**src/mips_mem_pkg.sv**
```systemverilog
package mips_mem_pkg;

    //////////////////////////////////////////////////
    // Access kinds
    //////////////////////////////////////////////////
    typedef enum logic [2:0] {
        SIZE_BYTE  = 3'd0,
        SIZE_HALF  = 3'd1,
        SIZE_WORD  = 3'd2,
        SIZE_LEFT  = 3'd3,  // LWL
        SIZE_RIGHT = 3'd4   // LWR
    } mem_size_e;

    // CP0 Count register index
    localparam logic [4:0] CP0_COUNT = 5'd9;

    //////////////////////////////////////////////////
    // Stage structs
    //////////////////////////////////////////////////
    typedef struct packed {
        logic        mem_r;
        logic        mem_w;
        logic        reg_w;
        mem_size_e   size;
        logic        load_signed;
        logic [4:0]  rd_addr;
        logic [31:0] alu_result;    // Memory address or execute data
        logic [31:0] rt_data;
        logic        cp0_w_en;
        logic [4:0]  cp0_dst_addr;
    } exmem_t;

    typedef struct packed {
        logic        mem_r;
        logic        reg_w;
        logic [3:0]  byte_w_en;
        logic [4:0]  rd_addr;
        logic [31:0] mem_data;
        logic [31:0] ex_data;
        logic [4:0]  cp0_dst_addr;
        logic        cp0_w_en;
        logic [31:0] aligned_rt_data;
    } memwb_t;

    // Register file write request
    typedef struct packed {
        logic [3:0]  byte_w_en;
        logic [4:0]  addr;
        logic [31:0] data;
    } rf_write_t;

    // CP0 write request
    typedef struct packed {
        logic        w_en;
        logic [4:0]  addr;
        logic [31:0] data;
    } cp0_write_t;

    // One memory word, by byte lane or by half lane
    typedef union packed {
        logic [3:0][7:0]  bytes;
        logic [1:0][15:0] halves;
    } mem_word_u;

endpackage
```
**src/cp0_regs.sv**
```systemverilog
`timescale 1ns/1ps

module cp0_regs import mips_mem_pkg::*; (
    input  logic        clk,
    input  logic        reset,
    input  cp0_write_t  wr,
    input  logic [4:0]  raddr,
    output logic [31:0] rdata
);

    logic [31:0] regs [32];
    logic        count_written;

    // Write to Count this cycle wins over the increment
    assign count_written = wr.w_en && (wr.addr == CP0_COUNT);

    //////////////////////////////////////////////////
    // CP0 bank
    //////////////////////////////////////////////////
    always_ff @(posedge clk) begin
        if (reset) begin
            for (int r = 0; r < 32; r++) begin
                regs[r] <= '0;
            end
        end else begin
            if (wr.w_en) begin
                regs[wr.addr] <= wr.data;
            end
            // Free-running Count
            if (!count_written) begin
                regs[CP0_COUNT] <= regs[CP0_COUNT] + 32'd1;
            end
        end
    end

    // Single combinational read port
    assign rdata = regs[raddr];

endmodule

```
**config.mk**
```make
export PLATFORM = sky130hd
export DESIGN_NAME = cp0_regs
export DESIGN_NICKNAME = d
export VERILOG_FILES = /design/src/mips_mem_pkg.sv /design/src/cp0_regs.sv
export SDC_FILE = /design/constraint.sdc
export NUM_CORES = 1
export LEC_CHECK = 0
export BUFFER_PORTS_ARGS = -buffer_cell sky130_fd_sc_hd__buf_2
export CORE_MARGIN = 4
export CORE_UTILIZATION = 65
export DETAILED_ROUTE_END_ITERATION = 7
export PLACE_DENSITY_LB_ADDON = 0.1
export SETUP_SLACK_MARGIN = 0.15
export SLEW_MARGIN = 20
export SYNTH_ARGS = -nofsm -noshare
export SYNTH_HDL_FRONTEND = slang
export SYNTH_SLANG_ARGS = --single-unit
```
**constraint.sdc**
```tcl
create_clock -name clk -period 5.2 [get_ports clk]
set_input_delay 0.26 -clock clk [delete_from_list [all_inputs] [get_ports clk]]
set_output_delay 0.26 -clock clk [all_outputs]
set_load 0.005 [all_outputs]
```
==> Yosys cells after proc, flatten, opt, wreduce, memory -nomap -nowiden <==
Memory sizes are Yosys's and may differ from the RTL's.
Index checks and enable logic that the tools add are counted.
{ "totals": {"reg_bits": 0, "ramBits": 1024, "output_inout_bits": 32, "memories": 1} }
{ "mem_list": {"columns": ["memory", "words", "word_bits", "read_ports", "rd_ports_with_merged_regs", "write_ports", "line", "text"], "rows": [
  ["regs", 32, 32, 2, 0, 32, "cp0_regs.sv:11", "logic [31:0] regs [32];"]
]} }
{ "classes": {"add_sub_neg": 1, "n_eq_ne": 1, "n_mux": 12, "n_bitwise": 1, "reduce_logical": 2} }
{ "op_table": {"columns": ["operator", "n"], "rows": [
  ["$mux 32", 2],
  ["$add 32x1->32 const B", 1],
  ["$reduce_or 32->1", 1],
  ["$mux 1", 9],
  ["$eq 5x4->1 const B", 1],
  ["$mux 5", 1],
  ["$logic_and 1x1->1", 1],
  ["$or 1x1->1", 1]
]} }

==> Logic depth before layout (Yosys ltp) <==
{ "depth": {"word_depth": 6, "ltp_mapped": 6, "depth_no_buf": 6} }

==> Least setup slack after synthesis <==
No wires, ideal clock.
{ "synth_path": {"kind": "input-to-reg", "startpoint": "in reset", "endpoint": "mem regs[8][0] (enable)", "setup_ps": 375, "arrival_time_ps": 1567, "t_required_ps": 4825, "setup_slack_ps": 3259, "cell_stages": 5, "path_buffers": 1, "path_cell_list": "nand2b_1 or3_1 buf_4 nor2_1 or2_2"} }
{ "synth_rtl": {"columns": ["element", "line", "text"], "rows": [
  ["start, declared", "cp0_regs.sv:5", "input logic reset,"],
  ["end, declared", "cp0_regs.sv:11", null]
]} }

==> Worst setup path after layout <==
{ "layout_path": {"startpoint": "in raddr[1]", "endpoint": "out rdata[28]"} }
{ "layout_between": {"elab_chain_cells": 1} }
{ "layout_lines": {"columns": ["element", "line", "text"], "rows": [
  ["start, declared", "cp0_regs.sv:7", "input logic [4:0] raddr,"],
  ["$mem_v2 32x32", null, null],
  ["end, declared", "cp0_regs.sv:8", "output logic [31:0] rdata"]
]} }
No other way between the ends.

==> flow_metrics.env <==
export IMPL_dr_pass1_iters=6
export IMPL_die_x_um=275.4
export IMPL_timing_setup_tns_ns=0
export IMPL_ir_drop_uv=283.3
export IMPL_grt_pass1_wl_um=172200
export IMPL_dieArea_um2=75850
export IMPL_nFillCells=4371
export IMPL_synth_seq_cells=1024
export IMPL_drive_gt1_share_pct=19.94
export IMPL_vias=25920
export IMPL_largest_reg_flops=1024
export IMPL_crit_fanout=57
export IMPL_fin_nets=2984
export IMPL_fin_cells=3963
export IMPL_drt_iter0_drc=3497
export IMPL_end_kind="output pin"
export IMPL_dp_final_hpwl_um=69780
export IMPL_syn_area_um2=46480
export IMPL_grt_pass1_vias=26590
export IMPL_reg2reg_depth=6
export IMPL_cts_root_buffer="clkbuf_16"
export IMPL_top_register="regs"
export IMPL_dp_cells=3774
export IMPL_fin_ws_ns=2.034
export IMPL_drt_total_wl_um=115900
export IMPL_use_met2_pct=49.88
export IMPL_clock_power_share_pct=40.0
export IMPL_area_delta_synth_final_pct=9.098
export IMPL_yosysWarnings=0
export IMPL_drc=0
export IMPL_clock_sinks=1024
export IMPL_maxCapViolCount=0
export IMPL_yosys_area_top_type="edfxtp_1"
export IMPL_pwr_share_seq_pct=53.1
export IMPL_slew_violations=0
export IMPL_max_slew_worst_pin_slew_ns=1.131
export IMPL_insertion_delay_ns=0.64
export IMPL_finalCritPeriodShare_pct=60.89
export IMPL_status="completed"
export IMPL_combPwrFrac_pct=6.9
export IMPL_busiest_layer="met2"
export IMPL_hold_path_class="in -> reg"
export IMPL_fin_crit_ns=3.166
export IMPL_ctsLongestPathBuffers=3
export IMPL_yosys_area_top_type_share_pct=66.15
export IMPL_cts_tree="done"
export IMPL_cp_arrival_ns=2.91
export IMPL_min_path_cells=3
export IMPL_crit_type="in -> out"
export IMPL_core_area_um2=70510
export IMPL_numPortBuffers=76
export IMPL_p_switching_mw=3.972
export IMPL_drtAntennaViolNets=0
export IMPL_gp_congestion=0.8754
export IMPL_synth_common_cells="1,024 x edfxtp_1, 992 x and2_1, 255 x mux4_2, 197 x clkbuf_1, 128 x o22ai_1"
export IMPL_rsz0062_at_grt="false"
export IMPL_path_clk_slew_ns=0.06
export IMPL_hold_viol_final=0
export IMPL_cts_resized=0
export IMPL_met3_usage_pct=6.467
export IMPL_syn_inst=2957
export IMPL_fmax_mhz=315.8
export IMPL_synth_avg_cell_area_um2=15.72
export IMPL_gr_total_overflow=0
export IMPL_hold_slack_ns=0.2388
export IMPL_post_synth_main_area_contributors="edfxtp_1 66%, and2_1 13%, mux4_2 12%, o22ai_1 1.7%, clkbuf_1 1.6%"
export IMPL_worstSetupStartpointType="input pin"
export IMPL_ios=77
export IMPL_utilization_pct=71.92
export IMPL_synth_edf_count=1024
export IMPL_hold_buffers=0
export IMPL_ys_async_sr_fraction_pct=0
export IMPL_synth_cell_type_count=40
export IMPL_cts_htree_levels=3
export IMPL_power_switching_share_pct=21.79
export IMPL_die_y_um=275.4
export IMPL_pre_cts_slack_ns=1.907
export IMPL_track_usage_pct=31.23
export IMPL_relSlewSlack_pct=24.58
export IMPL_p_leak_nw=17.36
export IMPL_grt_use_met1_pct=44.25
export IMPL_routedWlPerCell_um=29.24
export IMPL_fin_skew_ns=0.01515
export IMPL_yosysSeqAreaShare_pct=66.15
export IMPL_synth_ff_type="edfxtp_1"
export IMPL_start_util_pct=65.92
export IMPL_vias_per_cell=6.541
export IMPL_antenna_found_initial=6
export IMPL_cts_buffers=102
export IMPL_post_cts_buffers=0
export IMPL_setup_viol=0
export IMPL_grt_max_degree=85
export IMPL_power_density_nw_per_um2=359.5
export IMPL_p_int_mw=14.26
export IMPL_synth_most_common_cell="edfxtp_1"
export IMPL_crit_required_ns=4.94
export IMPL_rows=97
export IMPL_top_regs="regs (1024)"
==> power by group through the flow <==
stage / sequential [mW] / clock (mW) / combinational [mW]
final: 9.68 / 7.30 / 1.26
after global routing: 9.71 / 7.71 / 1.32
after CTS: 9.68 / 7.35 / 1.25
after detailed placement: 9.85 / 0 / 1.25
after global placement: 9.81 / 0 / 1.23
after floorplan: 9.76 / 0 / 0.811
==> layer usage <==
metal | up-vias | part of all wire (%)
met5 | - | 0.0095
met4 | 2 | 3.1
met3 | 231 | 10
met2 | 1391 | 48
met1 | 13410 | 38
li1 | 10890 | -
==> logic make-up after synthesis <==
group,after synthesis,share of synthesized area [%]
AND/OR/NAND/NOR,1198,15.81
flip-flops,1024,66.15
buffers and inverters,286,2.867
multiplexers,256,12.41
AO/OA/AOI/OAI,161,2.156
XOR/XNOR,30,0.5653
adder cells (fa/ha/maj),1,0.02691
other,1,0.008068
==> worst max-delay path, cell delays in order <==
cell     delay [ns]
buf_8          0.54
buf_12         0.42
mux4_2         0.56
o22ai_1        0.62
nor4_1         0.25
buf_2          0.20
==> path summary, 6_finish.rpt <==
kind | from | endpoint | slack (ns)
worst max-delay path | raddr[1] | rdata[28] | 2.03
worst max register to register | regs[9][0] | regs[9][30] | 2.77
worst min-delay path | wr[26] | regs[9][26] | 0.24
worst min register to register | regs[9][0] | regs[9][0] | 0.70
==> stage by stage <==
| stage | cell area [µm²] | total power, mW |
|---|---|---|
| finish | 50710 | 18.23 |
| global placement | 47420 | 11.04 |
| global route | 50710 | 18.74 |
| floorplan | 46600 | 10.58 |
| CTS | 50700 | 18.28 |
| detailed placement | 47420 | 11.10 |
==> cells in the final DEF (no fill, tap or decap), drive strengths merged, types with 2 or more instances in the layout <==
cell type,count
and2,992
and3,3
and4,3
buf,130
bufinv,12
clkbuf,122
clkinv,49
clkinvlp,2
conb,32
diode,4
edfxtp,1024
inv,2
mux4,256
nand2,45
nand3,17
nand3b,6
nand4,11
nor2,41
nor2b,2
nor3,4
nor4,35
o21ai,32
o22ai,128
or2,31
or3,4
or3b,3
xnor2,10
xor2,20
==> cell type report <==
cell class,instances,area (µm²),area share [%]
Sequential cell,1024,30750,60.64
Timing Repair Buffer,130,905.9,1.786
Tap cell,940,1176,2.319
Clock buffer,122,2691,5.307
Antenna cell,4,10.01,0.01974
Multi-Input combinational cell,1678,14580,28.76
Inverter,2,7.507,0.01480
Clock inverter,63,588.1,1.160
No activity file was read; power rests on OpenSTA's default activity.
