--- config.mk ---
export PLATFORM = sky130hd
export DESIGN_NAME = memwb_reg
export DESIGN_NICKNAME = d
export VERILOG_FILES = /design/src/mips_mem_pkg.sv /design/src/memwb_reg.sv
export SDC_FILE = /design/constraint.sdc
export NUM_CORES = 1
export LEC_CHECK = 0
export BUFFER_PORTS_ARGS = -buffer_cell sky130_fd_sc_hd__buf_4
export CAP_MARGIN = 20
export CORE_MARGIN = 2
export CORE_UTILIZATION = 25
export DETAILED_ROUTE_END_ITERATION = 10
export PLACE_DENSITY_LB_ADDON = 0.3
export SYNTH_ARGS = -nofsm -noshare
export SYNTH_HDL_FRONTEND = slang
export SYNTH_SLANG_ARGS = --single-unit
export TNS_END_PERCENT = 5
--- constraint.sdc ---
create_clock -name clk -period 1.7 [get_ports clk]
set_input_delay 0.34 -clock clk [delete_from_list [all_inputs] [get_ports clk]]
set_output_delay 0.34 -clock clk [all_outputs]
set_load 0.01 [all_outputs]
--- src/mips_mem_pkg.sv ---
package mips_mem_pkg;

    //////////////////////////////////////////////////
    // Access kinds
    //////////////////////////////////////////////////
    typedef enum logic [2:0] {
        SIZE_BYTE  = 3'd0,
        SIZE_HALF  = 3'd1,
        SIZE_WORD  = 3'd2,
        SIZE_LEFT  = 3'd3,  // LWL
        SIZE_RIGHT = 3'd4   // LWR
    } mem_size_e;

    // CP0 Count register index
    localparam logic [4:0] CP0_COUNT = 5'd9;

    //////////////////////////////////////////////////
    // Stage structs
    //////////////////////////////////////////////////
    typedef struct packed {
        logic        mem_r;
        logic        mem_w;
        logic        reg_w;
        mem_size_e   size;
        logic        load_signed;
        logic [4:0]  rd_addr;
        logic [31:0] alu_result;    // Memory address or execute data
        logic [31:0] rt_data;
        logic        cp0_w_en;
        logic [4:0]  cp0_dst_addr;
    } exmem_t;

    typedef struct packed {
        logic        mem_r;
        logic        reg_w;
        logic [3:0]  byte_w_en;
        logic [4:0]  rd_addr;
        logic [31:0] mem_data;
        logic [31:0] ex_data;
        logic [4:0]  cp0_dst_addr;
        logic        cp0_w_en;
        logic [31:0] aligned_rt_data;
    } memwb_t;

    // Register file write request
    typedef struct packed {
        logic [3:0]  byte_w_en;
        logic [4:0]  addr;
        logic [31:0] data;
    } rf_write_t;

    // CP0 write request
    typedef struct packed {
        logic        w_en;
        logic [4:0]  addr;
        logic [31:0] data;
    } cp0_write_t;

    // One memory word, by byte lane or by half lane
    typedef union packed {
        logic [3:0][7:0]  bytes;
        logic [1:0][15:0] halves;
    } mem_word_u;

endpackage
--- src/memwb_reg.sv ---
`timescale 1ns/1ps

module memwb_reg import mips_mem_pkg::*; (
    input  logic   clk,
    input  logic   reset,
    input  logic   mem_stall,
    input  memwb_t d,
    output memwb_t q
);

    //////////////////////////////////////////////////
    // MEM/WB pipeline register
    //////////////////////////////////////////////////

    // Cleared contents mean no write-back activity
    always_ff @(posedge clk) begin
        if (reset) begin
            q <= '0;
        end else if (!mem_stall) begin
            q <= d;
        end
        // Stalled, hold previous contents
    end

endmodule

# Word level (Yosys, flattened, before mapping)

Index checks and enable logic that the tools add are counted.

Logic and storage cells: 9
Bits of input ports: 116
Output and inout port bits: 113
Register bits: 113

# Depth between registers and ports, before layout

Gate-level depths: netlist of the first run.

Depth in word-level cells: 0
Depth in mapped cells: 5
Depth with buffers taken out: 2

# Worst setup path after synthesis of the first run

No wires, ideal clock.

Path type: input-to-reg
Start: input mem_stall
End: register q[100] (netlist bit)
Path slack: 0.606 ns
Data arrival time: 0.977 ns
Buffers on the path: 3
Stages on the path: 5
Path through: buf_4 -> buf_8 -> buf_8 -> mux2i_1 -> nor2_1

RTL lines:

| what                 | RTL line        | source |
|---|---|---|
| from (decl)          | memwb_reg.sv:6  | `input logic mem_stall,` |
| to (signal assigned) | memwb_reg.sv:18 | `q <= '0;` |
| to (signal assigned) | memwb_reg.sv:20 | `q <= d;` |
| to (decl)            | memwb_reg.sv:8  | `output memwb_t q` |

# Final worst setup path of the first run

Start: register q[12] (netlist bit)
End: output q[12] (netlist bit)

No word-level cell between the ends.

==> results of run 1 <==
## worst min-delay path, cell delays in order
cell	delay, ns
buf_4	0.07
mux2i_1	0.05
nor2_1	0.07
## through the flow
stage                     instance area, µm²  instances
after floorplan                         4030        365
after global placement                  5880        787
after detailed placement                5880        787
after CTS                               6520        819
after global routing                    6520        819
final                                   6520        819
## power groups by stage
stage | Combinational [mW] | Clock, mW | Sequential [mW]
2_1_floorplan | 0.347 | 0 | 3.02
3_5_place_dp | 0.911 | 0 | 2.95
3_3_place_gp | 0.896 | 0 | 2.95
4_1_cts | 0.913 | 3.90 | 2.90
6_report | 0.896 | 3.79 | 2.90
5_1_grt | 0.972 | 4.02 | 2.92
## routing by layer
metal / track usage, % / part of all wire (%) / up-vias
li1: - / - / 1657
met5: 0 / 0 / -
met2: 19.9 / 49 / 139
met3: 6.39 / 11 / 13
met4: 4.57 / 1.5 / 0
met1: 12.5 / 39 / 1565
## cells in the mapped netlist, drive strengths merged
library cell,instances
dfxtp,113
nor2,113
buf,21
clkbuf,5
mux2i,113
## worst max path at each step
| stage | startpoint | end | slack (ns) | cells past startpoint |
|---|---|---|---|---|
| after global placement | mem_stall | q[90] | 0.55 | 4 |
| after detailed placement | mem_stall | q[12] | 0.50 | 4 |
| after global routing | q[12] | q[12] | 0.42 | 1 |
| after CTS | q[33] | q[33] | 0.44 | 1 |
| after floorplan | mem_stall | q[100] | 0.61 | 5 |
| final | q[12] | q[12] | 0.48 | 1 |
## final cells by class
cell class | instances | area [µm²]
fillers | 1568 | 9310
flip-flops and latches | 113 | 2260
repair buffers | 232 | 1800
multi-input cells | 226 | 1560
clock buffers | 22 | 484
well taps | 216 | 270
clock inverters | 10 | 155
## logic make-up (layout without fill, tap and decap cells)
kind of cell | count (synthesis) | count (layout) | synth area share, %
buffers and inverters | 26 | 264 | 5.37
DFF | 113 | 113 | 56.1
muxes | 113 | 113 | 28.0
and+or+nand+nor | 113 | 113 | 10.5
==> results.yml, run 1 <==
finish:
  final_util_pct: 41.2
  syn_to_final_growth_pct: 61.7
  top_regs: "q: 113 flops"
  largest_register_ffs: 113
  nets: 706
  largest_register: "q"
  antenna_cells: 0
  drive_above_1_share_pct: 43.6
  layout_common_cells: "buf_4, mux2i_1, nor2_1, dfxtp_1, clkbuf_16"
  final_common_cell: "buf_4"
worst_setup_path:
  rr_startpoint: "q[12]"
  cp_slowest_cell: "dfxtp_1"
  crit_required_ns: 1.36
  critPathLaunchType: "flip-flop"
  cp_cell_sequence: "buf_4"
  reg2regPathDepth: 2
  critPathBufInv: 1
  r2r-end: "q[12]"
  critPathCaptureType: "primary output"
  crit_family: "flip-flops"
  crit_arrival_ns: 0.88
  slowest_delay_ns: 0.35
  rrSetupSlack_ns: 1.01
  criticalPathCategory: "flip-flop to primary output"
  crit_fanout: 2
sta:
  finalCritPeriodShare_pct: 72.0
  slew_viol_final: 0
  fin_setup_tns_ns: 0
  hold_viol_final: 0
  finalClockSkew_ns: 0
  relSlewSlack_pct: 61.8
  tightest_slew_ns: 0.573
  grt_setup_unrepaired: "no"
  timing.hold.ws_ns: 0.168
  setup_viol: 0
  layout_min_cycle_time_ns: 1.22
  finalWorstSetupSlack_ns: 0.476
  clock.fmax_ghz: 0.817
logic_synthesis:
  ys_seq_area_share_pct: 56.1
  ys_top_cells_by_area: "dfxtp_1, mux2i_1, nor2_1"
  synthCells: 365
  synth_cell_type_count: 7
  yosys_warnings: 0
  yosysTopAreaCell: "dfxtp_1"
  netlist.area_leader.share_pct: 56.1
  ys_ff_latch: 113
  avgSynthCellArea_um2: 11.1
  syn_area_um2: 4030
  synthesis.nets: 481
outcome:
  outcome: "finished, final reports clean"
die:
  die_area_um2: 17200
  core_area_um2: 15800
  start_util_pct: 25.5
  dieHeight_um: 131
  num_rows: 46
  fp.dieW_um: 131
  num_io_pins: 229
pwr:
  clkPwrFrac_pct: 49.9
  p_int_mw: 5.93
  power_frac_seq_pct: 38.2
  p_per_area_nw_per_um2: 1160
  ir_worst_vdd_uv: 674
  swShare_pct: 21.8
  power.total_mw: 7.58
  p_sw_mw: 1.65
  p_leak_nw: 3.31
  pwr-share-comb_pct: 11.8
route:
  wirelength_um: 10700
  vias_per_cell: 4.12
  antenna_left: 0
  vias: 3374
  drtIter0Drc: 94
  wl_per_cell_um: 13.0
  drc: 0
  first_pass_iters: 4
worst_hold_path:
  whs_path_depth: 3
  hold_start: "d[79]"
  min_to: "q[79]"
  worstHoldPathType: "input port to flip-flop"
clock_tree:
  cts_resized: 0
  cts_inserted_buffers: 17
  clock_sinks: 113
  root_buffer: "clkbuf_16"
  cts_tree: "built"
  clk_pin_slew_ns: 0.06
  htreeDepth: 4
  worstSkewPairLatency_ns: 0.39
  postCtsHoldBufs: 0
  postCtsSetupBuffers: 0
  cts_buffer_depth: 2
grt:
  grt_pass1_vias: 3257
  antenna_found_initial: 0
  grt_usage_pct: 11.9
  overflow: 0
  grt_pass1_wl_um: 15600
  grt_max_degree: 114
place:
  port_buffers: 228
  dp_hpwl_um: 7690
  gp_congestion: 0.694
  place_ws_ns: 0.500
run:
  drv_cap: 0
Note: power is estimated with default switching activity, not from simulation.
==> run 2: changes to the inputs <==
clock period = 1.24 ns   (was 1.7 ns; I/O delays follow)
==> run 2 against run 1 <==
Against the previous run: clock power up 24%; die area unchanged; largest power group unchanged; wire length up 0.61%; combinational power up 38%; critical path depth unchanged.
==> results.yml, run 2 (same netlist as run 1, synthesis figures left out) <==
grt:
  grt_max_degree: 61
  antenna_found_initial: 0
  grt_pass1_wl_um: 15600
  grt_usage_pct: 11.9
  overflow: 0
  grt_pass1_vias: 3189
route:
  vias_per_cell: 4.06
  first_pass_iters: 4
  antenna_left: 0
  wl_per_cell_um: 13.1
  drtIter0Drc: 89
  drc: 0
  vias: 3329
  wirelength_um: 10700
worst_setup_path:
  cp_slowest_cell: "dfxtp_1"
  critPathBufInv: 1
  crit_family: "flip-flops"
  crit_fanout: 2
  criticalPathCategory: "flip-flop to primary output"
  critPathCaptureType: "primary output"
  critPathLaunchType: "flip-flop"
  rrSetupSlack_ns: 0.58
  crit_required_ns: 0.99
  crit_arrival_ns: 0.88
  cp_cell_sequence: "buf_4"
  slowest_delay_ns: 0.35
clock_tree:
  cts_buffer_depth: 2
  clk_pin_slew_ns: 0.05
  postCtsSetupBuffers: 0
  cts_tree: "built"
  cts_inserted_buffers: 17
  clock_sinks: 113
  htreeDepth: 4
  worstSkewPairLatency_ns: 0.40
  postCtsHoldBufs: 0
  cts_resized: 0
  root_buffer: "clkbuf_16"
sta:
  relSlewSlack_pct: 79.9
  grt_setup_unrepaired: "no"
  setup_viol: 0
  hold_viol_final: 0
  slew_viol_final: 0
  finalClockSkew_ns: 0
  clock.fmax_ghz: 0.885
  finalCritPeriodShare_pct: 91.1
  fin_setup_tns_ns: 0
  layout_min_cycle_time_ns: 1.13
  tightest_slew_ns: 0.302
pwr:
  pwr-share-comb_pct: 12.5
  p_sw_mw: 2.24
  power_frac_seq_pct: 40.1
  power.total_mw: 9.91
  ir_worst_vdd_uv: 797
  swShare_pct: 22.6
  p_per_area_nw_per_um2: 1530
  clkPwrFrac_pct: 47.4
  p_int_mw: 7.67
  p_leak_nw: 3.29
outcome:
  outcome: "finished, final reports clean"
die:
  num_rows: 46
  start_util_pct: 25.5
  core_area_um2: 15800
  fp.dieW_um: 131
  dieHeight_um: 131
  die_area_um2: 17200
  num_io_pins: 229
finish:
  nets: 708
  largest_register: "q"
  syn_to_final_growth_pct: 60.5
  antenna_cells: 0
  layout_common_cells: "buf_4, mux2i_1, nor2_1, dfxtp_1, clkbuf_16"
  drive_above_1_share_pct: 43.0
  largest_register_ffs: 113
  finish.instance_area_um2: 6480
  top_regs: "q: 113 flops"
  final_common_cell: "buf_4"
  num-fill-cells: 1564
  final_util_pct: 40.9
run:
  drv_cap: 0
place:
  gp_congestion: 0.693
  dp_hpwl_um: 7750
  dpl_cell_area_um2: 5910
  port_buffers: 228
worst_hold_path:
  worstHoldPathType: "input port to flip-flop"
==> run 2: changes by cell type in the layout (fill, tap and decap cells not counted), sizes merged <==
cell and change:
clkbuf +3, buf +2, bufinv -2, clkinvlp -2
==> run 2: per-layer routing <==
layer / routed length, µm / vias to the layer above / track usage [%]
li1: - / 1658 / -
met1: 4350 / 1522 / 13.4
met2: 5210 / 140 / 19.1
met3: 1100 / 9 / 5.70
met4: 89 / 0 / 5.38
met5: 0 / - / 0
==> run 2: final timing paths <==
check                           startpoint     end  cells after the start
worst min-delay path                d[108]  q[108]                      3
worst max-delay path                q[111]  q[111]                      1
worst max register to register       q[65]   q[65]                      2
worst min register to register       q[80]   q[80]                      2
==> run 2: power by group through the flow <==
stage,Combinational (mW),Sequential (mW),Clock (mW)
2_1_floorplan,0.476,4.13,0
3_5_place_dp,1.26,4.05,0
5_1_grt,1.34,4.00,5.02
4_1_cts,1.26,3.97,4.85
6_report,1.24,3.97,4.69
3_3_place_gp,1.24,4.04,0
==> run 2: per-stage QoR <==
step                hold WS, ns  setup slack (ns)  std cells
CTS                      0.0521            0.0678        820
global placement          0.476             0.181        789
floorplan                 0.392             0.238        365
global route             0.0573            0.0428        820
detailed placement        0.484             0.130        789
finish                   0.0775             0.110        820
==> run 2: layout make-up <==
type / instances / area [µm²] / area share (%)
multi-input cells: 226 / 1560 / 24.0
repair buffers: 234 / 1820 / 28.1
clock inverters: 6 / 80.1 / 1.24
clock buffers: 25 / 485 / 7.50
well taps: 216 / 270 / 4.17
flip-flops and latches: 113 / 2260 / 34.9
==> run 2: worst reg2reg max path: stages, from the launching register on <==
cell,delay [ns]
dfxtp_1,0.31
mux2i_1,0.17
nor2_1,0.06
