`src/mips_mem_pkg.sv`:
```
package mips_mem_pkg;

    //////////////////////////////////////////////////
    // Access kinds
    //////////////////////////////////////////////////
    typedef enum logic [2:0] {
        SIZE_BYTE  = 3'd0,
        SIZE_HALF  = 3'd1,
        SIZE_WORD  = 3'd2,
        SIZE_LEFT  = 3'd3,  // LWL
        SIZE_RIGHT = 3'd4   // LWR
    } mem_size_e;

    // CP0 Count register index
    localparam logic [4:0] CP0_COUNT = 5'd9;

    //////////////////////////////////////////////////
    // Stage structs
    //////////////////////////////////////////////////
    typedef struct packed {
        logic        mem_r;
        logic        mem_w;
        logic        reg_w;
        mem_size_e   size;
        logic        load_signed;
        logic [4:0]  rd_addr;
        logic [31:0] alu_result;    // Memory address or execute data
        logic [31:0] rt_data;
        logic        cp0_w_en;
        logic [4:0]  cp0_dst_addr;
    } exmem_t;

    typedef struct packed {
        logic        mem_r;
        logic        reg_w;
        logic [3:0]  byte_w_en;
        logic [4:0]  rd_addr;
        logic [31:0] mem_data;
        logic [31:0] ex_data;
        logic [4:0]  cp0_dst_addr;
        logic        cp0_w_en;
        logic [31:0] aligned_rt_data;
    } memwb_t;

    // Register file write request
    typedef struct packed {
        logic [3:0]  byte_w_en;
        logic [4:0]  addr;
        logic [31:0] data;
    } rf_write_t;

    // CP0 write request
    typedef struct packed {
        logic        w_en;
        logic [4:0]  addr;
        logic [31:0] data;
    } cp0_write_t;

    // One memory word, by byte lane or by half lane
    typedef union packed {
        logic [3:0][7:0]  bytes;
        logic [1:0][15:0] halves;
    } mem_word_u;

endpackage
```
`src/writeback.sv`:
```
`timescale 1ns/1ps

module writeback import mips_mem_pkg::*; (
    input  memwb_t     memwb,
    output rf_write_t  rf_wr,
    output cp0_write_t cp0_wr
);

    logic rf_active;

    //////////////////////////////////////////////////
    // Register file request
    //////////////////////////////////////////////////

    // No write for reg_w clear or r0 target
    assign rf_active = memwb.reg_w && (memwb.rd_addr != 5'd0);

    assign rf_wr.byte_w_en = rf_active ? memwb.byte_w_en : 4'b0000;
    assign rf_wr.addr      = memwb.rd_addr;
    // Load data already lane-aligned, LWL/LWR included
    assign rf_wr.data      = memwb.mem_r ? memwb.mem_data : memwb.ex_data;

    //////////////////////////////////////////////////
    // CP0 request
    //////////////////////////////////////////////////
    assign cp0_wr.w_en = memwb.cp0_w_en;
    assign cp0_wr.addr = memwb.cp0_dst_addr;
    assign cp0_wr.data = memwb.aligned_rt_data;

endmodule

```
`config.mk`:
```
export PLATFORM = sky130hd
export DESIGN_NAME = writeback
export DESIGN_NICKNAME = d
export VERILOG_FILES = /design/src/mips_mem_pkg.sv /design/src/writeback.sv
export SDC_FILE = /design/constraint.sdc
export NUM_CORES = 1
export LEC_CHECK = 0
export BUFFER_PORTS_ARGS = -buffer_cell sky130_fd_sc_hd__buf_4
export CAP_MARGIN = 15
export CORE_AREA = 2 2 75 77
export DETAILED_ROUTE_END_ITERATION = 6
export DIE_AREA = 0 0 77 79
export PLACE_DENSITY = 0.61
export SETUP_SLACK_MARGIN = 0.05
export SLEW_MARGIN = 20
export SYNTH_ARGS = -nofsm -noshare
export SYNTH_HDL_FRONTEND = slang
export SYNTH_SLANG_ARGS = --single-unit
```
`constraint.sdc`:
```
create_clock -name vclk -period 1.3
set_input_delay 0.26 -clock vclk [all_inputs]
set_output_delay 0.26 -clock vclk [all_outputs]
set_load 0.01 [all_outputs]
```
Word level (Yosys, flattened, before mapping)
Cells that the tools add are included.
- logic and storage cells: 4
- latch bits: 0
- output and inout port bits: 79
- bits in writable memories: 0
- flip-flop bits (word level): 0
- ROM bits: 0
- memories kept: 0
- bits of input ports: 113
- eq/ne operators: 0
- $mul: 0
- bitwise logic cells: 0
- shifts and indexed selects: 0
- reductions and logical operators: 2
- $add $sub $neg: 0
- multiplexer cells: 2
- divide/modulo/power cells: 0
- magnitude comparators: 0
- operators with widths (kind ; count):
    32-bit 2-to-1 mux ; 1
    5-bit nonzero test ; 1
    4-bit 2-to-1 mux ; 1
    1-bit logical AND ; 1

Longest topological paths before layout
Gate-level depths: netlist of run 1.
- depth in word-level cells: 3
- mapped depth: 3
- mapped depth without buffers: 2

Least setup slack after synthesis of run 1
OpenSTA, ideal clock, no wires.
- path type: input port to output port
- start point: input memwb[112] (netlist bit)
- end point: output rf_wr[0] (netlist bit)
- cell stages on the path: 3
- buffers on the path: 2
- data required time: 1.040 ns
- slack: 0.213 ns
- arrival time: 0.827 ns
- cells stage by stage: buf_6 -> buf_12 -> mux2_4
- RTL lines (item ; line ; RTL):
    start: declaration ; writeback.sv:4 ; input memwb_t memwb,
    end: declaration ; writeback.sv:5 ; output rf_write_t rf_wr,

==> impl_metrics.env, run 1 <==
export IMPL_leakage_nw=0.940
export IMPL_synth_top_family_by_area="multiplexers"
export IMPL_final_period_minus_worst_setup_slack_ps=1240
export IMPL_layout_overhead_on_the_synthesized_area_pct=87.9
export IMPL_final_area_sq_mm=0.00173
export IMPL_finalMaxSlewViolations=0
export IMPL_area_sequential_sq_um=0
export IMPL_pwr_density_cell_mw_per_mm2=360
export IMPL_netlist_top_cells_area="mux2_4 49%, buf_4 35%, buf_12 6.5%"
export IMPL_synth_cell_area_sq_um=918
export IMPL_worstPathMaxFanout=7
export IMPL_adder_and_majority_gate_portion_of_the_synthesized_area_pct=0
export IMPL_post_synthesis_compound_gate_area_fraction_pct=2.18
export IMPL_grt_start_max_net_pins=10
export IMPL_die_width_um=77
export IMPL_drt_pass1_iterations=4
export IMPL_vias_in_the_first_global_route=814
export IMPL_hold_viol=0
export IMPL_avgSynthCellArea_sq_um=10.3
export IMPL_max_vdd_ir_drop_mv=0.130
export IMPL_synth_warning_count=0
export IMPL_power_internal_uw=433
export IMPL_fp_coreArea_sq_mm=0.00534
export IMPL_vias=890
export IMPL_sequential_fraction_of_design_power_pct=0
export IMPL_pin_count=192
export IMPL_critical_path_required_ps=1040
export IMPL_outcome="complete, no violations"
export IMPL_power_share_clock_pct=0
export IMPL_synth_largest_area_cell="mux2_4"
export IMPL_num_clock_buffers=0
export IMPL_grt_antenna_before_repair=0
export IMPL_synth_fp_nets=202
export IMPL_detail_route_wl_per_cell_um=12.1
export IMPL_fmax_mhz=808
export IMPL_drtIter0Drc=3
export IMPL_routed_wl_mm=2.86
export IMPL_hp_class="input port to output pin"
export IMPL_hold_path_depth=0
export IMPL_setup_viol=0
export IMPL_chipHeight_um=79
export IMPL_drive_above_1_share_pct=97.0
export IMPL_die_area_sq_mm=0.00608
export IMPL_antennaDiodeCount=0
export IMPL_end_kind="output pin"
export IMPL_path_class="input port to output pin"
export IMPL_postSynthCellCount=89
export IMPL_multi_input_combinational_cell_area_sq_um=552
export IMPL_fillCellCount=592
export IMPL_sequential_cell_total=0
export IMPL_synth_distinct_cells=9
export IMPL_finalNetCount=280
export IMPL_rsz_0062_raised_after_global_routing="yes"
export IMPL_timing_slew_headroom_pct=88.2
export IMPL_numPortBuffers=116
export IMPL_total_power_uw=621
export IMPL_critPathLaunchType="input port"
export IMPL_grt_pass1_wl_mm=3.85
export IMPL_globalRouteOverflowTotal=0
export IMPL_post_synth_mux_area_share_pct=51.5
export IMPL_switchingPower_uw=187
export IMPL_rows=27
export IMPL_min_from="memwb[10]"
export IMPL_place_detailed_hpwl_mm=2.28
export IMPL_power_frac_comb_pct=100.0
export IMPL_min_delay_worst_endpoint="cp0_wr[10]"
export IMPL_place_congestion=0.621
export IMPL_viasPerCell=3.76
export IMPL_final_clock_period_utilization_by_the_worst_path_pct=95.2
export IMPL_detailed_route_drc_error_count=0
export IMPL_worstMarginPinSlew_ps=176
export IMPL_synthXorXnorAreaFrac_pct=0
export IMPL_initial_utilization_pct=17.2
export IMPL_finalHoldWorstSlack_ps=520
export IMPL_timing_max_cap_violations=0
export IMPL_netlist_area_leader_share_pct=49.0
export IMPL_critical_path_arrival_ps=980
export IMPL_dpl_instance_area_sq_mm=0.00153
export IMPL_yosys_area_share_simple_pct=3.00
export IMPL_power_share_switching_pct=30.2
export IMPL_detail_route_antenna_nets=0
export IMPL_grtUsageTotal_pct=7.54
export IMPL_synth_seq_area_share_pct=0
-- worst max-delay path by stage --
stage | slack [ps] | cells after the start | endpoint | from
after floorplan | 210 | 3 | rf_wr[0] | memwb[112]
after global placement | 0.9 | 4 | rf_wr[12] | memwb[112]
after detailed placement | -6 | 4 | rf_wr[10] | memwb[112]
after CTS | 30 | 5 | rf_wr[38] | memwb[102]
after global routing | 40 | 5 | rf_wr[39] | memwb[106]
final | 60 | 4 | rf_wr[27] | memwb[112]
-- worst max-delay path, cell delays in order --
cell,delay [ps]
buf_16,140
clkbuf_16,160
mux2_4,300
buf_6,120
-- per-layer routing --
metal / routed length (um) / GRT usage [%]
met5: 0 / 0
met4: 121 / 3.21
met3: 386 / 2.50
met2: 1520 / 13.8
met1: 837 / 7.95
-- cell families (layout without fill, tap and decap cells) --
logic type             count (synthesis)  after routing
AND/OR/NAND/NOR                        5              5
multiplexers                          32             32
buffers and inverters                 48            124
AO/OA/AOI/OAI                          4              4
-- repair_timing --
| item | CTS | global route |
|---|---|---|
| resized for setup | 10 | 13 |
| hold buffers | 0 | 0 |
| pin swaps | 0 | 5 |
| cloned | 3 | 1 |
| endpoints found under the setup margin | 28 | 13 |
| setup buffers | 0 | 0 |
-- layout make-up --
class | count | share of cell area [%]
inverter | 1 | 0.218
multi-input combinational | 41 | 32.0
tap | 72 | 5.22
timing repair buffer | 123 | 62.6
-- power by group through the flow --
stage               Combinational [mW]  Sequential (mW)  Clock, mW
global placement                 0.547                0          0
CTS                              0.600                0          0
global route                     0.658                0          0
floorplan                        0.371                0          0
finish                           0.621                0          0
detailed placement               0.553                0          0
-- cell usage after synthesis (all sizes together) --
master / n
buf: 47
nand2: 4
a21oi: 4
mux2: 32
nor4: 1
inv: 1
-- placed cells by master, fill, tap and decap left out, drive strengths merged --
master	netlist	routed
nand2	4	4
buf	47	122
nor4	1	1
clkbuf	0	1
mux2	32	32
inv	1	1
a21oi	4	4
-- per-stage QoR --
stage / util [%] / setup slack (ps) / TNS [ps] / std cells
6_report: 32.3 / 61.8 / 0 / 237
5_1_grt: 32.3 / 35.6 / 0 / 237
4_1_cts: 30.8 / 34.6 / 0 / 236
3_5_place_dp: 28.7 / -6.24 / -29.9 / 233
3_3_place_gp: 28.7 / 0.908 / 0 / 233
2_1_floorplan: - / 213 / 0 / 89
Note: power is estimated with default switching activity, not from simulation.
==> run 2: changes to the inputs <==
--- a/config.mk
+++ b/config.mk
@@ -10,6 +10,7 @@
 export CORE_AREA = 2 2 75 77
 export DETAILED_ROUTE_END_ITERATION = 6
 export DIE_AREA = 0 0 77 79
+export MAX_ROUTING_LAYER = met4
 export PLACE_DENSITY = 0.61
 export SETUP_SLACK_MARGIN = 0.05
 export SLEW_MARGIN = 20
==> run 2 against run 1 <==
  * Routed wire length stayed put
  * Non-clock buffer count is the same
  * Design area stayed put
  * Highest routed layer unchanged
  * Maximum frequency barely moved
==> impl_metrics.env, run 2 (same netlist as run 1, synthesis figures left out) <==
export IMPL_outcome="complete, no violations"
export IMPL_vias=890
export IMPL_detail_route_wl_per_cell_um=12.1
export IMPL_final_critical_path_setup_slack_ps=61.7
export IMPL_final_clock_period_utilization_by_the_worst_path_pct=95.3
export IMPL_fmax_mhz=808
export IMPL_sequential_cell_total=0
export IMPL_cpPeakStageDelay_ps=300
export IMPL_dpl_instance_area_sq_mm=0.00153
export IMPL_hold_path_depth=0
export IMPL_max_vdd_ir_drop_mv=0.130
export IMPL_die_area_sq_mm=0.00608
export IMPL_num_clock_buffers=0
export IMPL_holdBufCountCts=0
export IMPL_power_share_clock_pct=0
export IMPL_grt_pass1_wl_mm=3.85
export IMPL_detail_route_antenna_nets=0
export IMPL_path_class="input port to output pin"
export IMPL_grt_antenna_before_repair=0
export IMPL_viasPerCell=3.76
export IMPL_drtIter0Drc=3
export IMPL_layout_overhead_on_the_synthesized_area_pct=87.9
export IMPL_place_detailed_hpwl_mm=2.28
export IMPL_end_kind="output pin"
export IMPL_cts_setup_buffers=0
export IMPL_critical_path_arrival_ps=980
export IMPL_numPortBuffers=116
export IMPL_power_internal_uw=433
export IMPL_timing_max_cap_violations=0
export IMPL_timing_slew_headroom_pct=88.2
export IMPL_finalNetCount=280
export IMPL_globalRouteOverflowTotal=0
export IMPL_setup_viol=0
export IMPL_final_area_sq_mm=0.00173
export IMPL_critPathLaunchType="input port"
export IMPL_critical_path_cell_with_the_highest_stage_delay="mux2_4"
export IMPL_area_sequential_sq_um=0
export IMPL_hold_viol=0
export IMPL_antennaDiodeCount=0
export IMPL_routed_wl_mm=2.86
export IMPL_timing_critical_path_max_delay_family="buffers and inverters"
export IMPL_grtUsageTotal_pct=7.75
export IMPL_final_common_cell="buf_4"
export IMPL_rows=27
export IMPL_switchingPower_uw=187
export IMPL_critical_path_cell_chain="buf_16 > clkbuf_16 > mux2_4 > buf_6"
export IMPL_final_period_minus_worst_setup_slack_ps=1240
export IMPL_power_frac_comb_pct=100.0
export IMPL_power_share_switching_pct=30.2
export IMPL_initial_utilization_pct=17.2
export IMPL_place_congestion=0.625
export IMPL_pin_count=192
export IMPL_min_delay_worst_endpoint="cp0_wr[10]"
export IMPL_pwr_density_cell_mw_per_mm2=360
export IMPL_die_width_um=77
export IMPL_min_from="memwb[10]"
export IMPL_leakage_nw=0.940
export IMPL_drt_pass1_iterations=4
export IMPL_grt_start_max_net_pins=10
export IMPL_critical_path_required_ps=1040
export IMPL_most_common_layout_cells="107 x buf_4, 32 x mux2_4, 9 x buf_6"
export IMPL_cp_buffers_inverters=3
export IMPL_worstPathMaxFanout=7
export IMPL_chipHeight_um=79
export IMPL_finalMaxSlewViolations=0
export IMPL_fp_coreArea_sq_mm=0.00534
export IMPL_detailed_route_drc_error_count=0
export IMPL_worstMarginPinSlew_ps=176
export IMPL_drive_above_1_share_pct=97.0
export IMPL_hp_class="input port to output pin"
export IMPL_total_power_uw=621
export IMPL_dpl_worst_slack_ps=-6.24
export IMPL_rsz_0062_raised_after_global_routing="yes"
export IMPL_sequential_fraction_of_design_power_pct=0
export IMPL_vias_in_the_first_global_route=814
## run 2: cell counts in the layout (fill, tap and decap cells not counted)
No cell type changed its count.
## run 2: how the worst max path moves through the flow
stage | from | endpoint | slack, ps | cells past startpoint
after floorplan | memwb[112] | rf_wr[0] | 210 | 3
after global placement | memwb[112] | rf_wr[12] | 0.9 | 4
after detailed placement | memwb[112] | rf_wr[10] | -6 | 4
after CTS | memwb[102] | rf_wr[38] | 30 | 5
after global routing | memwb[106] | rf_wr[39] | 40 | 5
final | memwb[112] | rf_wr[27] | 60 | 4
## run 2: area by class of cell
| class | instances | area, sq um |
|---|---|---|
| fillers | 592 | 3610 |
| repair buffers | 123 | 1080 |
| multi-input cells | 41 | 552 |
| well taps | 72 | 90.1 |
| inverters | 1 | 3.75 |
## run 2: timing repair
action | 4_1_cts | 5_1_grt
gates cloned | 3 | 1
resized for setup | 10 | 13
pin swaps | 0 | 5
endpoints found under the setup margin | 28 | 13
## run 2: stage by stage
stage	cells	utilization [%]	setup TNS (ps)	hold slack, ps
floorplan	89	-	0	611
global placement	233	28.7	0	520
detailed placement	233	28.7	-29.9	520
CTS	236	30.8	0	520
global route	237	32.3	0	520
finish	237	32.3	0	520
## run 2: layer usage
| metal | routed length [um] | GRT usage [%] | up-vias |
|---|---|---|---|
| li1 | - | - | 412 |
| met1 | 849 | 8.08 | 392 |
| met2 | 1520 | 13.8 | 70 |
| met3 | 374 | 2.27 | 16 |
| met4 | 121 | 3.21 | 0 |
| met5 | 0 | - | - |
## run 2: power by group through the flow
stage               registers (mW)  logic (mW)  clock network [mW]
floorplan                        0       0.371                   0
global placement                 0       0.547                   0
detailed placement               0       0.553                   0
CTS                              0       0.600                   0
global route                     0       0.658                   0
finish                           0       0.621                   0
==> run 3: changes to the inputs <==
--- a/config.mk
+++ b/config.mk
@@ -5,6 +5,7 @@
 export SDC_FILE = /design/constraint.sdc
 export NUM_CORES = 1
 export LEC_CHECK = 0
+export ABC_AREA = 1
 export BUFFER_PORTS_ARGS = -buffer_cell sky130_fd_sc_hd__buf_4
 export CAP_MARGIN = 15
 export CORE_AREA = 2 2 75 77
==> run 3 against run 2 <==
  * The flow now stops in 5_2_route
  * Synthesized area down 0.14%
  * Synthesized cell count up 3.4%
  * Global-route usage down 0.15 points
==> impl_metrics.env, run 3 <==
export IMPL_outcome="aborted with a tool error"
export IMPL_failing_step="5_2_route"
export IMPL_stop_error="[ERROR DRT-0255] Maze Route cannot find path of net memwb[36] in worker of routeBox ( 48300 0 ) ( 77000 48300 )."
export IMPL_yosysMostFrequentCell="buf_4"
export IMPL_avgSynthCellArea_sq_um=9.97
export IMPL_synth_top_family_by_area="multiplexers"
export IMPL_synthXorXnorAreaFrac_pct=0
export IMPL_yosys_area_share_simple_pct=3.41
export IMPL_post_synthesis_compound_gate_area_fraction_pct=0
export IMPL_postSynthCellCount=92
export IMPL_synth_fp_nets=205
export IMPL_holdBufCountCts=0
export IMPL_grt_start_max_net_pins=10
export IMPL_synth_largest_area_cell="mux2_4"
export IMPL_rows=27
export IMPL_netlist_area_leader_share_pct=49.1
export IMPL_dpl_worst_slack_ps=-1.57
export IMPL_ys_top_cells_by_count="43 x buf_4, 30 x mux2_4, 6 x nor2_1"
export IMPL_vias_in_the_first_global_route=812
export IMPL_adder_and_majority_gate_portion_of_the_synthesized_area_pct=0
export IMPL_globalRouteOverflowTotal=0
export IMPL_netlist_top_cells_area="mux2_4 49%, buf_4 35%, buf_12 6.5%"
export IMPL_chipHeight_um=79
export IMPL_die_width_um=77
export IMPL_pin_count=192
export IMPL_synth_warning_count=0
export IMPL_place_congestion=0.596
export IMPL_post_synth_mux_area_share_pct=51.6
export IMPL_grtUsageTotal_pct=7.60
export IMPL_numPortBuffers=116
export IMPL_worst_endpoint_kind="top-level output"
export IMPL_synth_seq_area_share_pct=0
export IMPL_synth_cell_area_sq_um=917
export IMPL_synth_distinct_cells=9
export IMPL_grt_repair_timing_worst_endpoint="rf_wr[1]"
export IMPL_grt_pass1_wl_mm=3.79
export IMPL_grt_antenna_before_repair=0
export IMPL_initial_utilization_pct=17.2
==> run 3: per-stage QoR <==
step                      cells  setup TNS (ps)  cell area [sq um]
after floorplan              92               0                917
after global placement      235               0               1520
after detailed placement    235           -1.57               1520
after CTS                   237               0               1590
after global routing        237               0               1600
==> run 3: cells by family after synthesis <==
| logic type | Yosys count |
|---|---|
| simple gates | 8 |
| buf+inv | 52 |
| mux | 32 |
==> run 3: what timing repair did <==
action	4_1_cts	5_1_grt
setup endpoints to repair	31	3
setup buffers	0	0
resized for setup	5	2
gates cloned	2	0
hold endpoints to repair	0	0
==> run 3: layer usage <==
layer and track usage (%):
met1 7.26, met2 14.5, met3 2.16, met4 3.04, met5 -
==> run 4: changes to the inputs <==
--- a/config.mk
+++ b/config.mk
@@ -11,9 +11,7 @@
 export CORE_AREA = 2 2 75 77
 export DETAILED_ROUTE_END_ITERATION = 6
 export DIE_AREA = 0 0 77 79
-export MAX_ROUTING_LAYER = met4
-export PLACE_DENSITY = 0.61
-export SETUP_SLACK_MARGIN = 0.05
+export PLACE_DENSITY_LB_ADDON = 0.15
 export SLEW_MARGIN = 20
 export SYNTH_ARGS = -nofsm -noshare
 export SYNTH_HDL_FRONTEND = slang
==> run 4 against run 3 <==
  * The run now ends clean
  * Synthesized cell count unchanged
  * Global-route usage increased by 1.1 points
  * Synthesized area unchanged
==> impl_metrics.env, run 4 <==
export IMPL_max_vdd_ir_drop_mv=0.155
export IMPL_place_detailed_hpwl_mm=2.91
export IMPL_layout_overhead_on_the_synthesized_area_pct=73.0
export IMPL_routed_wl_mm=3.22
export IMPL_area_sequential_sq_um=0
export IMPL_fmax_mhz=804
export IMPL_viasPerCell=3.75
export IMPL_postSynthCellCount=92
export IMPL_power_share_switching_pct=31.3
export IMPL_dpl_worst_slack_ps=1.54
export IMPL_post_layout_nonfiller_instances=240
export IMPL_grt_antenna_before_repair=0
export IMPL_grtUsageTotal_pct=8.75
export IMPL_power_internal_uw=394
export IMPL_min_from="memwb[13]"
export IMPL_timing_critical_path_max_delay_family="buffers and inverters"
export IMPL_dpl_instance_area_sq_mm=0.00155
export IMPL_numPortBuffers=116
export IMPL_antennaDiodeCount=0
export IMPL_final_core_util_pct=29.7
export IMPL_total_power_uw=574
export IMPL_yosysMostFrequentCell="buf_4"
export IMPL_end_kind="output pin"
export IMPL_cpPeakStageDelay_ps=300
export IMPL_fp_coreArea_sq_mm=0.00534
export IMPL_detail_route_wl_per_cell_um=13.4
export IMPL_final_area_sq_mm=0.00159
export IMPL_netlist_area_leader_share_pct=49.1
export IMPL_sequential_fraction_of_design_power_pct=0
export IMPL_rows=27
export IMPL_grt_start_max_net_pins=12
export IMPL_initial_utilization_pct=17.2
export IMPL_avgSynthCellArea_sq_um=9.97
export IMPL_synth_largest_area_cell="mux2_4"
export IMPL_ys_top_cells_by_count="43 x buf_4, 30 x mux2_4, 6 x nor2_1"
export IMPL_drtIter0Drc=6
export IMPL_die_width_um=77
export IMPL_synth_warning_count=0
export IMPL_final_clock_period_utilization_by_the_worst_path_pct=95.6
export IMPL_critPathLaunchType="input port"
export IMPL_finalHoldWorstSlack_ps=520
export IMPL_power_frac_comb_pct=100.0
export IMPL_grt_pass1_wl_mm=4.44
export IMPL_detailed_route_drc_error_count=0
export IMPL_globalRouteOverflowTotal=0
export IMPL_finalMaxSlewViolations=0
export IMPL_synth_seq_area_share_pct=0
export IMPL_vias_in_the_first_global_route=993
export IMPL_switchingPower_uw=180
export IMPL_sequential_cell_total=0
export IMPL_hp_class="input port to output pin"
export IMPL_place_congestion=0.699
export IMPL_detail_route_antenna_nets=0
export IMPL_synth_fp_nets=205
export IMPL_die_area_sq_mm=0.00608
export IMPL_netlist_top_cells_area="mux2_4 49%, buf_4 35%, buf_12 6.5%"
export IMPL_drt_pass1_iterations=3
export IMPL_chipHeight_um=79
export IMPL_drive_above_1_share_pct=92.3
export IMPL_final_common_cell="buf_4"
export IMPL_pin_count=192
export IMPL_power_share_clock_pct=0
export IMPL_holdBufCountCts=0
export IMPL_final_setup_tns_ps=0
export IMPL_timing_max_cap_violations=0
export IMPL_pwr_density_cell_mw_per_mm2=362
export IMPL_finalNetCount=283
export IMPL_timing_slew_headroom_pct=91.4
export IMPL_critical_path_arrival_ps=980
export IMPL_leakage_nw=0.909
export IMPL_vias=901
export IMPL_final_critical_path_setup_slack_ps=56.7
export IMPL_worstPathMaxFanout=10
export IMPL_synth_distinct_cells=9
export IMPL_critical_path_cell_chain="buf_8 > buf_12 > mux2_4 > buf_4"
export IMPL_path_class="input port to output pin"
export IMPL_most_common_layout_cells="119 x buf_4, 30 x mux2_4, 6 x nor2_1"
export IMPL_hold_viol=0
export IMPL_final_period_minus_worst_setup_slack_ps=1240
export IMPL_synth_cell_area_sq_um=917
export IMPL_rsz_0062_raised_after_global_routing="no"
export IMPL_num_clock_buffers=0
export IMPL_setup_viol=0
export IMPL_critical_path_cell_with_the_highest_stage_delay="mux2_4"
export IMPL_min_delay_worst_endpoint="cp0_wr[13]"
export IMPL_hold_path_depth=0
export IMPL_worstMarginPinSlew_ps=128
export IMPL_count_of_placed_standard_cells_including_taps=239
export IMPL_cp_buffers_inverters=3
export IMPL_outcome="complete, no violations"
export IMPL_critical_path_required_ps=1040
-- run 4: power by group through the flow --
stage / clock [mW] / combinational (mW) / sequential [mW]
after floorplan: 0 / 0.371 / 0
after global placement: 0 / 0.567 / 0
after detailed placement: 0 / 0.571 / 0
after CTS: 0 / 0.572 / 0
after global routing: 0 / 0.611 / 0
final: 0 / 0.574 / 0
-- run 4: final cells by class --
| type | instances | area [sq um] |
|---|---|---|
| fillers | 595 | 3750 |
| repair buffers | 123 | 973 |
| multi-input cells | 40 | 504 |
| well taps | 72 | 90.1 |
| inverters | 5 | 18.8 |
-- run 4: kinds of logic after synthesis --
group | synth area share, %
buffers and inverters | 45.0
multiplexers | 51.6
AND/OR/NAND/NOR | 3.41
-- run 4: worst max path at each step --
stage | from | slack [ps] | to | cells after the start
6_report | memwb[112] | 60 | rf_wr[15] | 4
5_1_grt | memwb[112] | 20 | rf_wr[12] | 4
4_1_cts | memwb[112] | 3 | rf_wr[7] | 4
3_5_place_dp | memwb[112] | 2 | rf_wr[7] | 4
3_3_place_gp | memwb[112] | 20 | rf_wr[26] | 4
2_1_floorplan | memwb[112] | 210 | rf_wr[0] | 3
-- run 4: repair_timing --
item | CTS | global route
endpoints found under the setup margin | 0 | 26
buffers inserted | 0 | 0
resized for setup | 0 | 2
endpoints found under the hold margin | 0 | 0
-- run 4: per-layer routing --
layer | vias to the layer above | global-route usage, % | routed length (um)
li1 | 412 | - | -
met1 | 392 | 7.60 | 925
met2 | 79 | 18.2 | 1800
met3 | 18 | 3.07 | 397
met4 | 0 | 3.04 | 104
met5 | - | 0 | 0
